[config.mk]
export PLATFORM = sky130hd
export DESIGN_NAME = issueStallUnit
export DESIGN_NICKNAME = d
export VERILOG_FILES = /design/src/logic/hazardPkg.sv /design/src/logic/hazardIf.sv /design/src/logic/groupHazardCheck.sv /design/src/logic/pipeHazardCheck.sv /design/src/logic/stallCombine.sv /design/src/logic/issueStallUnit.sv
export SDC_FILE = /design/constraint.sdc
export NUM_CORES = 1
export LEC_CHECK = 0
export BUFFER_PORTS_ARGS = -buffer_cell sky130_fd_sc_hd__buf_2
export CAP_MARGIN = 20
export CORE_ASPECT_RATIO = 1.2
export CORE_MARGIN = 2
export CORE_UTILIZATION = 50
export CTS_CLUSTER_DIAMETER = 50
export CTS_CLUSTER_SIZE = 30
export DETAILED_ROUTE_END_ITERATION = 10
export PLACE_DENSITY = 0.73
export SYNTH_ARGS = -nofsm -noshare
export SYNTH_HDL_FRONTEND = slang
export SYNTH_SLANG_ARGS = --single-unit
[constraint.sdc]
create_clock -name clk -period 1 [get_ports clk]
set_input_delay 0.05 -clock clk [delete_from_list [all_inputs] [get_ports clk]]
set_output_delay 0.05 -clock clk [all_outputs]
set_load 0.05 [all_outputs]
[src/logic/hazardPkg.sv]
package hazardPkg;

    // issue group width, also the number of E and M stage slots
    localparam int numSlots = 4;

    localparam int regIdxW = 5;

    // two store ports per group
    localparam int maxStoresPerGroup = 2;

    typedef logic [regIdxW-1:0] regIdxT;

    // bit 0 is the oldest slot
    typedef logic [numSlots-1:0] slotMaskT;

    // slots 1 to 3 only, slot 0 has no older slot in the group
    typedef logic [numSlots-2:0] laterMaskT;

    // r0 is hard-wired and never carries a dependence
    localparam regIdxT zeroReg = '0;

    // source operand hit against a producer index
    function automatic logic srcMatch(regIdxT producer, regIdxT src);
        return (producer == src) && (src != zeroReg);
    endfunction

endpackage

[src/logic/hazardIf.sv]
`timescale 1ns/1ns

// the four instructions of the current issue group
interface issueGroupIf;

    hazardPkg::regIdxT [hazardPkg::numSlots-1:0] rs;
    hazardPkg::regIdxT [hazardPkg::numSlots-1:0] rt;
    hazardPkg::regIdxT [hazardPkg::numSlots-1:0] writeReg;

    hazardPkg::slotMaskT regWrite;
    // store
    hazardPkg::slotMaskT memWrite;
    // load
    hazardPkg::slotMaskT memToReg;

    hazardPkg::slotMaskT branch;
    hazardPkg::slotMaskT jr;

    // operand and memory view for the hazard checks
    modport check
    (
        input rs,
        input rt,
        input writeReg,
        input regWrite,
        input memWrite,
        input memToReg
    );

    // control flow view, only the merge stage tests these
    modport combine
    (
        input branch,
        input jr
    );

endinterface

// producers sitting in the E and M stages, one entry per slot
interface pipeStateIf;

    hazardPkg::regIdxT [hazardPkg::numSlots-1:0] rtE;
    hazardPkg::regIdxT [hazardPkg::numSlots-1:0] writeRegE;
    hazardPkg::slotMaskT regWriteE;
    hazardPkg::slotMaskT memToRegE;

    hazardPkg::regIdxT [hazardPkg::numSlots-1:0] writeRegM;
    hazardPkg::slotMaskT memToRegM;

    modport check
    (
        input rtE,
        input writeRegE,
        input regWriteE,
        input memToRegE,
        input writeRegM,
        input memToRegM
    );

endinterface

[src/logic/groupHazardCheck.sv]
`timescale 1ns/1ns

module groupHazardCheck
(
    issueGroupIf.check grp,
    output hazardPkg::laterMaskT groupRaw,
    output hazardPkg::laterMaskT groupStall
);

    // slot 0 is never held by the group itself, so start at slot 1
    for (genvar i = 1; i < hazardPkg::numSlots; i++)
    begin : gSlot
        logic rawHit;
        logic orderHit;
        logic portHit;
        int unsigned olderStores;

        // ********************
        // register dependence
        // ********************
        always_comb
        begin
            rawHit = 1'b0;
            for (int j = 0; j < i; j++)
            begin
                rawHit |= grp.regWrite[j]
                          & (hazardPkg::srcMatch(grp.writeReg[j], grp.rs[i])
                             | hazardPkg::srcMatch(grp.writeReg[j], grp.rt[i]));
            end
        end

        // ********************
        // load/store ordering
        // ********************
        // older load before a store, or older store before a load
        always_comb
        begin
            orderHit = 1'b0;
            for (int j = 0; j < i; j++)
            begin
                orderHit |= (grp.memToReg[j] & grp.memWrite[i])
                            | (grp.memWrite[j] & grp.memToReg[i]);
            end
        end

        // ********************
        // store port limit
        // ********************
        always_comb
        begin
            olderStores = 0;
            for (int j = 0; j < i; j++)
            begin
                olderStores += 32'(grp.memWrite[j]);
            end
        end

        // both ports already taken by older stores
        assign portHit = grp.memWrite[i]
                         && (olderStores >= hazardPkg::maxStoresPerGroup);

        assign groupRaw[i-1] = rawHit;

        // a store only reads its operands later, so a RAW alone does not hold it
        assign groupStall[i-1] = (rawHit & ~grp.memWrite[i]) | orderHit | portHit;
    end

endmodule

[src/logic/pipeHazardCheck.sv]
`timescale 1ns/1ns

module pipeHazardCheck
(
    issueGroupIf.check grp,
    pipeStateIf.check pipe,
    output hazardPkg::slotMaskT loadUseStall,
    output hazardPkg::slotMaskT branchPipeHazard
);

    for (genvar i = 0; i < hazardPkg::numSlots; i++)
    begin : gSlot
        logic loadHit;
        logic eHit;
        logic mHit;

        // ********************
        // load-use
        // ********************
        // a load in any E slot whose rt feeds this slot
        always_comb
        begin
            loadHit = 1'b0;
            for (int k = 0; k < hazardPkg::numSlots; k++)
            begin
                loadHit |= pipe.memToRegE[k]
                           & (hazardPkg::srcMatch(pipe.rtE[k], grp.rs[i])
                              | hazardPkg::srcMatch(pipe.rtE[k], grp.rt[i]));
            end
        end

        // store data goes through forwarding, no stall for a store consumer
        assign loadUseStall[i] = loadHit & ~grp.memWrite[i];

        // ********************
        // branch operands
        // ********************
        // branches resolve early, so any E-stage write is too late
        always_comb
        begin
            eHit = 1'b0;
            mHit = 1'b0;
            for (int k = 0; k < hazardPkg::numSlots; k++)
            begin
                eHit |= pipe.regWriteE[k]
                        & (hazardPkg::srcMatch(pipe.writeRegE[k], grp.rs[i])
                           | hazardPkg::srcMatch(pipe.writeRegE[k], grp.rt[i]));
                // load data in M is not ready yet either
                mHit |= pipe.memToRegM[k]
                        & (hazardPkg::srcMatch(pipe.writeRegM[k], grp.rs[i])
                           | hazardPkg::srcMatch(pipe.writeRegM[k], grp.rt[i]));
            end
        end

        // qualified by branch or jr in stallCombine
        assign branchPipeHazard[i] = eHit | mHit;
    end

endmodule

[src/logic/stallCombine.sv]
`timescale 1ns/1ns

module stallCombine
(
    input  logic                 clk,
    input  logic                 rstN,
    issueGroupIf.combine         grp,
    input  hazardPkg::laterMaskT groupRaw,
    input  hazardPkg::laterMaskT groupStall,
    input  hazardPkg::slotMaskT  loadUseStall,
    input  hazardPkg::slotMaskT  branchPipeHazard,
    output hazardPkg::laterMaskT groupStallQ,
    output hazardPkg::slotMaskT  loadUseStallQ,
    output hazardPkg::slotMaskT  branchStallQ,
    output hazardPkg::slotMaskT  issueHoldQ
);

    hazardPkg::slotMaskT rawFull;
    hazardPkg::slotMaskT groupFull;
    hazardPkg::slotMaskT branchStall;
    hazardPkg::slotMaskT stallCause;
    hazardPkg::slotMaskT issueHold;

    // align the in-group masks to slot numbering, slot 0 has none
    assign rawFull   = {groupRaw, 1'b0};
    assign groupFull = {groupStall, 1'b0};

    // ********************
    // branch stall
    // ********************
    always_comb
    begin
        for (int i = 0; i < hazardPkg::numSlots; i++)
        begin
            branchStall[i] = (grp.branch[i] | grp.jr[i])
                             & (branchPipeHazard[i] | rawFull[i]);
        end
    end

    // ********************
    // in-order issue hold
    // ********************
    assign stallCause = groupFull | loadUseStall | branchStall;

    // once a slot waits, every younger slot waits with it
    always_comb
    begin
        logic acc;
        acc = 1'b0;
        for (int i = 0; i < hazardPkg::numSlots; i++)
        begin
            acc |= stallCause[i];
            issueHold[i] = acc;
        end
    end

    always_ff @(posedge clk or negedge rstN)
    begin
        if (!rstN)
        begin
            groupStallQ   <= '0;
            loadUseStallQ <= '0;
            branchStallQ  <= '0;
            issueHoldQ    <= '0;
        end
        else
        begin
            groupStallQ   <= groupStall;
            loadUseStallQ <= loadUseStall;
            branchStallQ  <= branchStall;
            issueHoldQ    <= issueHold;
        end
    end

    // hold is a prefix, a set bit implies all younger bits set
    holdMonotonic: assert property (@(posedge clk) disable iff (!rstN)
        (hazardPkg::slotMaskT'(issueHoldQ << 1) & ~issueHoldQ) == '0);

    resetClears: assert property (@(posedge clk) $fell(rstN) |=>
        (groupStallQ == '0) && (loadUseStallQ == '0)
        && (branchStallQ == '0) && (issueHoldQ == '0));

    // a slot that issues carries no group or load-use stall
    issueMeansClear: assert property (@(posedge clk) disable iff (!rstN)
        ((hazardPkg::slotMaskT'({groupStallQ, 1'b0}) | loadUseStallQ) & ~issueHoldQ) == '0);

endmodule

[src/logic/issueStallUnit.sv]
`timescale 1ns/1ns

module issueStallUnit
(
    input  logic                                        clk,
    input  logic                                        rstN,

    // issue group
    input  hazardPkg::regIdxT [hazardPkg::numSlots-1:0] rsI,
    input  hazardPkg::regIdxT [hazardPkg::numSlots-1:0] rtI,
    input  hazardPkg::regIdxT [hazardPkg::numSlots-1:0] writeRegI,
    input  hazardPkg::slotMaskT                         regWriteI,
    input  hazardPkg::slotMaskT                         memWriteI,
    input  hazardPkg::slotMaskT                         memToRegI,
    input  hazardPkg::slotMaskT                         branchI,
    input  hazardPkg::slotMaskT                         jrI,

    // E stage producers
    input  hazardPkg::regIdxT [hazardPkg::numSlots-1:0] rtE,
    input  hazardPkg::regIdxT [hazardPkg::numSlots-1:0] writeRegE,
    input  hazardPkg::slotMaskT                         regWriteE,
    input  hazardPkg::slotMaskT                         memToRegE,

    // M stage producers
    input  hazardPkg::regIdxT [hazardPkg::numSlots-1:0] writeRegM,
    input  hazardPkg::slotMaskT                         memToRegM,

    output hazardPkg::laterMaskT                        groupStall,
    output hazardPkg::slotMaskT                         loadUseStall,
    output hazardPkg::slotMaskT                         branchStall,
    output hazardPkg::slotMaskT                         issueHold
);

    issueGroupIf grpBus();
    pipeStateIf  pipeBus();

    hazardPkg::laterMaskT groupRaw;
    hazardPkg::laterMaskT groupStallNow;
    hazardPkg::slotMaskT  loadUseNow;
    hazardPkg::slotMaskT  branchPipeHazard;

    assign grpBus.rs       = rsI;
    assign grpBus.rt       = rtI;
    assign grpBus.writeReg = writeRegI;
    assign grpBus.regWrite = regWriteI;
    assign grpBus.memWrite = memWriteI;
    assign grpBus.memToReg = memToRegI;
    assign grpBus.branch   = branchI;
    assign grpBus.jr       = jrI;

    assign pipeBus.rtE       = rtE;
    assign pipeBus.writeRegE = writeRegE;
    assign pipeBus.regWriteE = regWriteE;
    assign pipeBus.memToRegE = memToRegE;
    assign pipeBus.writeRegM = writeRegM;
    assign pipeBus.memToRegM = memToRegM;

    groupHazardCheck u_groupHazardCheck
    (
        .grp        (grpBus.check),
        .groupRaw   (groupRaw),
        .groupStall (groupStallNow)
    );

    pipeHazardCheck u_pipeHazardCheck
    (
        .grp              (grpBus.check),
        .pipe             (pipeBus.check),
        .loadUseStall     (loadUseNow),
        .branchPipeHazard (branchPipeHazard)
    );

    // registered boundary, outputs lag the inputs by one cycle
    stallCombine u_stallCombine
    (
        .clk              (clk),
        .rstN             (rstN),
        .grp              (grpBus.combine),
        .groupRaw         (groupRaw),
        .groupStall       (groupStallNow),
        .loadUseStall     (loadUseNow),
        .branchPipeHazard (branchPipeHazard),
        .groupStallQ      (groupStall),
        .loadUseStallQ    (loadUseStall),
        .branchStallQ     (branchStall),
        .issueHoldQ       (issueHold)
    );

endmodule

==> results.toml <==
[detailed_routing]
detailedRoute.firstIterationViolations = 877
routed_via_density = 6.08
post-route-drc-count = 0
route.vias.total = 8790
wl_per_cell_um = 22.3
finalWirelength_um = 32200
detail_route.first_pass.iterations = 6
remaining_antenna_violation_count_after_routing = 0

[sta]
finalSetupViolCount = 15
worst_slew_pin_slew_ps = 629
grt_setup_unrepaired = "true"
report.final.slew_viol_count = 0
timing.final.hold_violations = 0
slew_headroom_pct = 57.7
fmax_mhz = 476
worst_slack_ps = -1100
fin_crit_ps = 2100
post_route_fraction_of_the_period_consumed_by_the_critical_path_pct = 210

[job]
timing.max_cap.violations = 0

[status]
violations = "setup timing"
run_status = "complete, but fails checks"

[cells_and_area]
fin_nets = 1398
share_of_layout_cells_above_drive_strength_1_pct = 32.9
nFillCells = 1249
antenna_cells = 0
final_common_cell = "sky130_fd_sc_hd__xnor2_1"
most-common-layout-cells = "sky130_fd_sc_hd__xnor2_1 (344), sky130_fd_sc_hd__xor2_1 (196), sky130_fd_sc_hd__buf_4 (163)"
layout.core_utilization_pct = 68.2
areaGrowthSynthToFinish_pct = 32.6

[placement]
portBuffers = 162
gp_congestion = 0.962
hpwl_um = 23500
post-place-ws_ps = -1360

[cts]
htreeDepth = 1
tritoncts = "built"
clock_tree.buffer_depth = 2
clk_transition_reported_paths_ps = 50
clock_sink_count = 15
cts_buffers = 3
cts_root_buffer = "sky130_fd_sc_hd__clkbuf_16"

[floorplan]
io_pins = 169
die_area_um2 = 16500
rows = 49
initial_core_utilization_pct = 51.4
floorplan.die.width_um = 118
coreArea_um2 = 15100
chipHeight_um = 140

[critical_path]
critPathLaunchType = "input pin"
crit_arrival_ps = 2220
critical_path_required_ps = 1120
critPathCaptureType = "flop"
critPathMaxFanout = 7
path_class = "input pin to flop"

[power_and_ir_drop]
power_leakage_uw = 0.00386
cellPowerDensity_nw_per_um2 = 662
worst_ir_drop_vdd_mv = 0.447

[logic_synthesis]
synth.cell_area_um2 = 7750
yosysWarningCount = 0
number_of_nets_in_the_synthesized_netlist = 1188
post_synth_num_cell_types = 38
synthesis.instances = 1033
synth.avg_cell_area_um2 = 7.51
fraction_of_the_yosys_area_taken_by_sequential_cells_pct = 4.84
postSynthRegisterBits = 15

[worst_hold_path]
min-delay-path-class = "input pin to flop"

[grt]
first_global_vias = 8870
wire_length_of_the_first_global_routing_pass_um = 48000
grt_start_max_net_pins = 18
grt.overflow.total = 0
antenna_found_initial = 0
global_route.usage.total_pct = 36.9
## kinds of logic after synthesis
group / Yosys count / share of synthesized area, %
AOI/OAI and AO/OA: 81 / 6.34
xor gates and xnor gates: 540 / 61.0
adders and majority gates: 1 / 0.161
buffers and inverters: 152 / 9.02
DFF: 15 / 4.84
muxes: 1 / 0.129
and+or+nand+nor: 243 / 18.5
## critical path, cell delays in order
cell and delay, ps:
sky130_fd_sc_hd__buf_6 90, sky130_fd_sc_hd__or4_4 540, sky130_fd_sc_hd__nor2_4 280, sky130_fd_sc_hd__nor4_2 90, sky130_fd_sc_hd__o21ai_1 170, sky130_fd_sc_hd__nand4_1 210, sky130_fd_sc_hd__o32a_1 420, sky130_fd_sc_hd__nand4bb_4 210
sky130_fd_sc_hd__nand3b_1 160
## area by class of cell
type                       count  area [um2]  area share, %
multi-input combinational    866        6990           68.0
tap                          204         255           2.48
timing repair buffer         355        2580           25.1
clock buffer                   4        78.8          0.767
inverter                       2        7.51         0.0730
sequential                    15         375           3.65
## state kept, by name, indices dropped and copies added, names as in the netlist
signal,count
u_stallCombine.branchStallQ,4
u_stallCombine.issueHoldQ,4
u_stallCombine.loadUseStallQ,4
u_stallCombine.groupStallQ,3
## cells in the mapped netlist (all sizes together)
| cell | n | area share, % |
|---|---|---|
| xnor2 | 344 | 39 |
| xor2 | 196 | 22 |
| nand3 | 109 | 7.0 |
| buf | 108 | 6.9 |
| nor4 | 98 | 7.9 |
| o21ai | 51 | 3.3 |
| clkbuf | 42 | 2.0 |
| dfrtp | 15 | 4.8 |
| o211ai | 10 | 0.97 |
| nor2 | 9 | 0.89 |
| or4 | 8 | 1.1 |
| nand4 | 7 | 0.56 |
| o22ai | 6 | 0.56 |
| nand2 | 5 | 0.24 |
| a41oi | 4 | 0.45 |
| o32a | 3 | 0.39 |
| a22oi | 2 | 0.19 |
| inv | 2 | 0.097 |
| nand2b | 2 | 0.16 |
| nor3 | 2 | 0.13 |
| a2111oi | 1 | 0.11 |
| a21o | 1 | 0.097 |
| a21oi | 1 | 0.064 |
| a22o | 1 | 0.11 |
| ha | 1 | 0.16 |
| mux2i | 1 | 0.13 |
| nand3b | 1 | 0.097 |
| nand4bb | 1 | 0.35 |
| o31ai | 1 | 0.097 |
| or3 | 1 | 0.081 |
## layer usage
layer  wire length [um]  global-route usage [%]  share of wire (%)  vias to the layer above
li1                   -                       -                  -                     3847
met1              11700                    43.7                 36                     4094
met2              14500                    61.8                 45                      652
met3               3440                    5.50                 11                      197
met4               2620                    24.7                8.1                        0
met5                  0                       0                  0                        -
## where the power goes
group	switching (uW)	total, uW	internal (uW)	leakage (uW)
logic	3000	5330	2330	0.00364
registers	18.6	705	686	0.000183
clock network	229	768	538	0.0000382
## through the flow
step / setup TNS (ps) / power [uW] / instances / instance area (um2) / hold slack, ps
floorplan: -8930 / 4180 / 1033 / 7990 / -246
global placement: -14980 / 5600 / 1432 / 9760 / -44.3
detailed placement: -15300 / 5700 / 1432 / 9760 / -37.9
CTS: -10620 / 6610 / 1442 / 10100 / 97.4
global route: -12110 / 7130 / 1446 / 10300 / 109
finish: -11770 / 6810 / 1446 / 10300 / 114
## path summary, 6_finish.rpt
path | end | depth (start not counted) | slack (ps) | start
min | u_stallCombine.branchStallQ[3] | 2 | 110 | jrI[3]
max in group asynchronous | u_stallCombine.issueHoldQ[1] | 2 | 520 | rstN
max | u_stallCombine.issueHoldQ[3] | 9 | -1100 | rsI[6]
min in group asynchronous | u_stallCombine.issueHoldQ[2] | 2 | 240 | rstN
## what timing repair did
action,4_1_cts,5_1_grt
buffers inserted,9,4
pin swaps,40,24
hold buffers,1,0
endpoints found under the setup margin,15,15
resized for setup,53,25
hold endpoints to repair,15,0
Power figures use the tool's default switching activity.
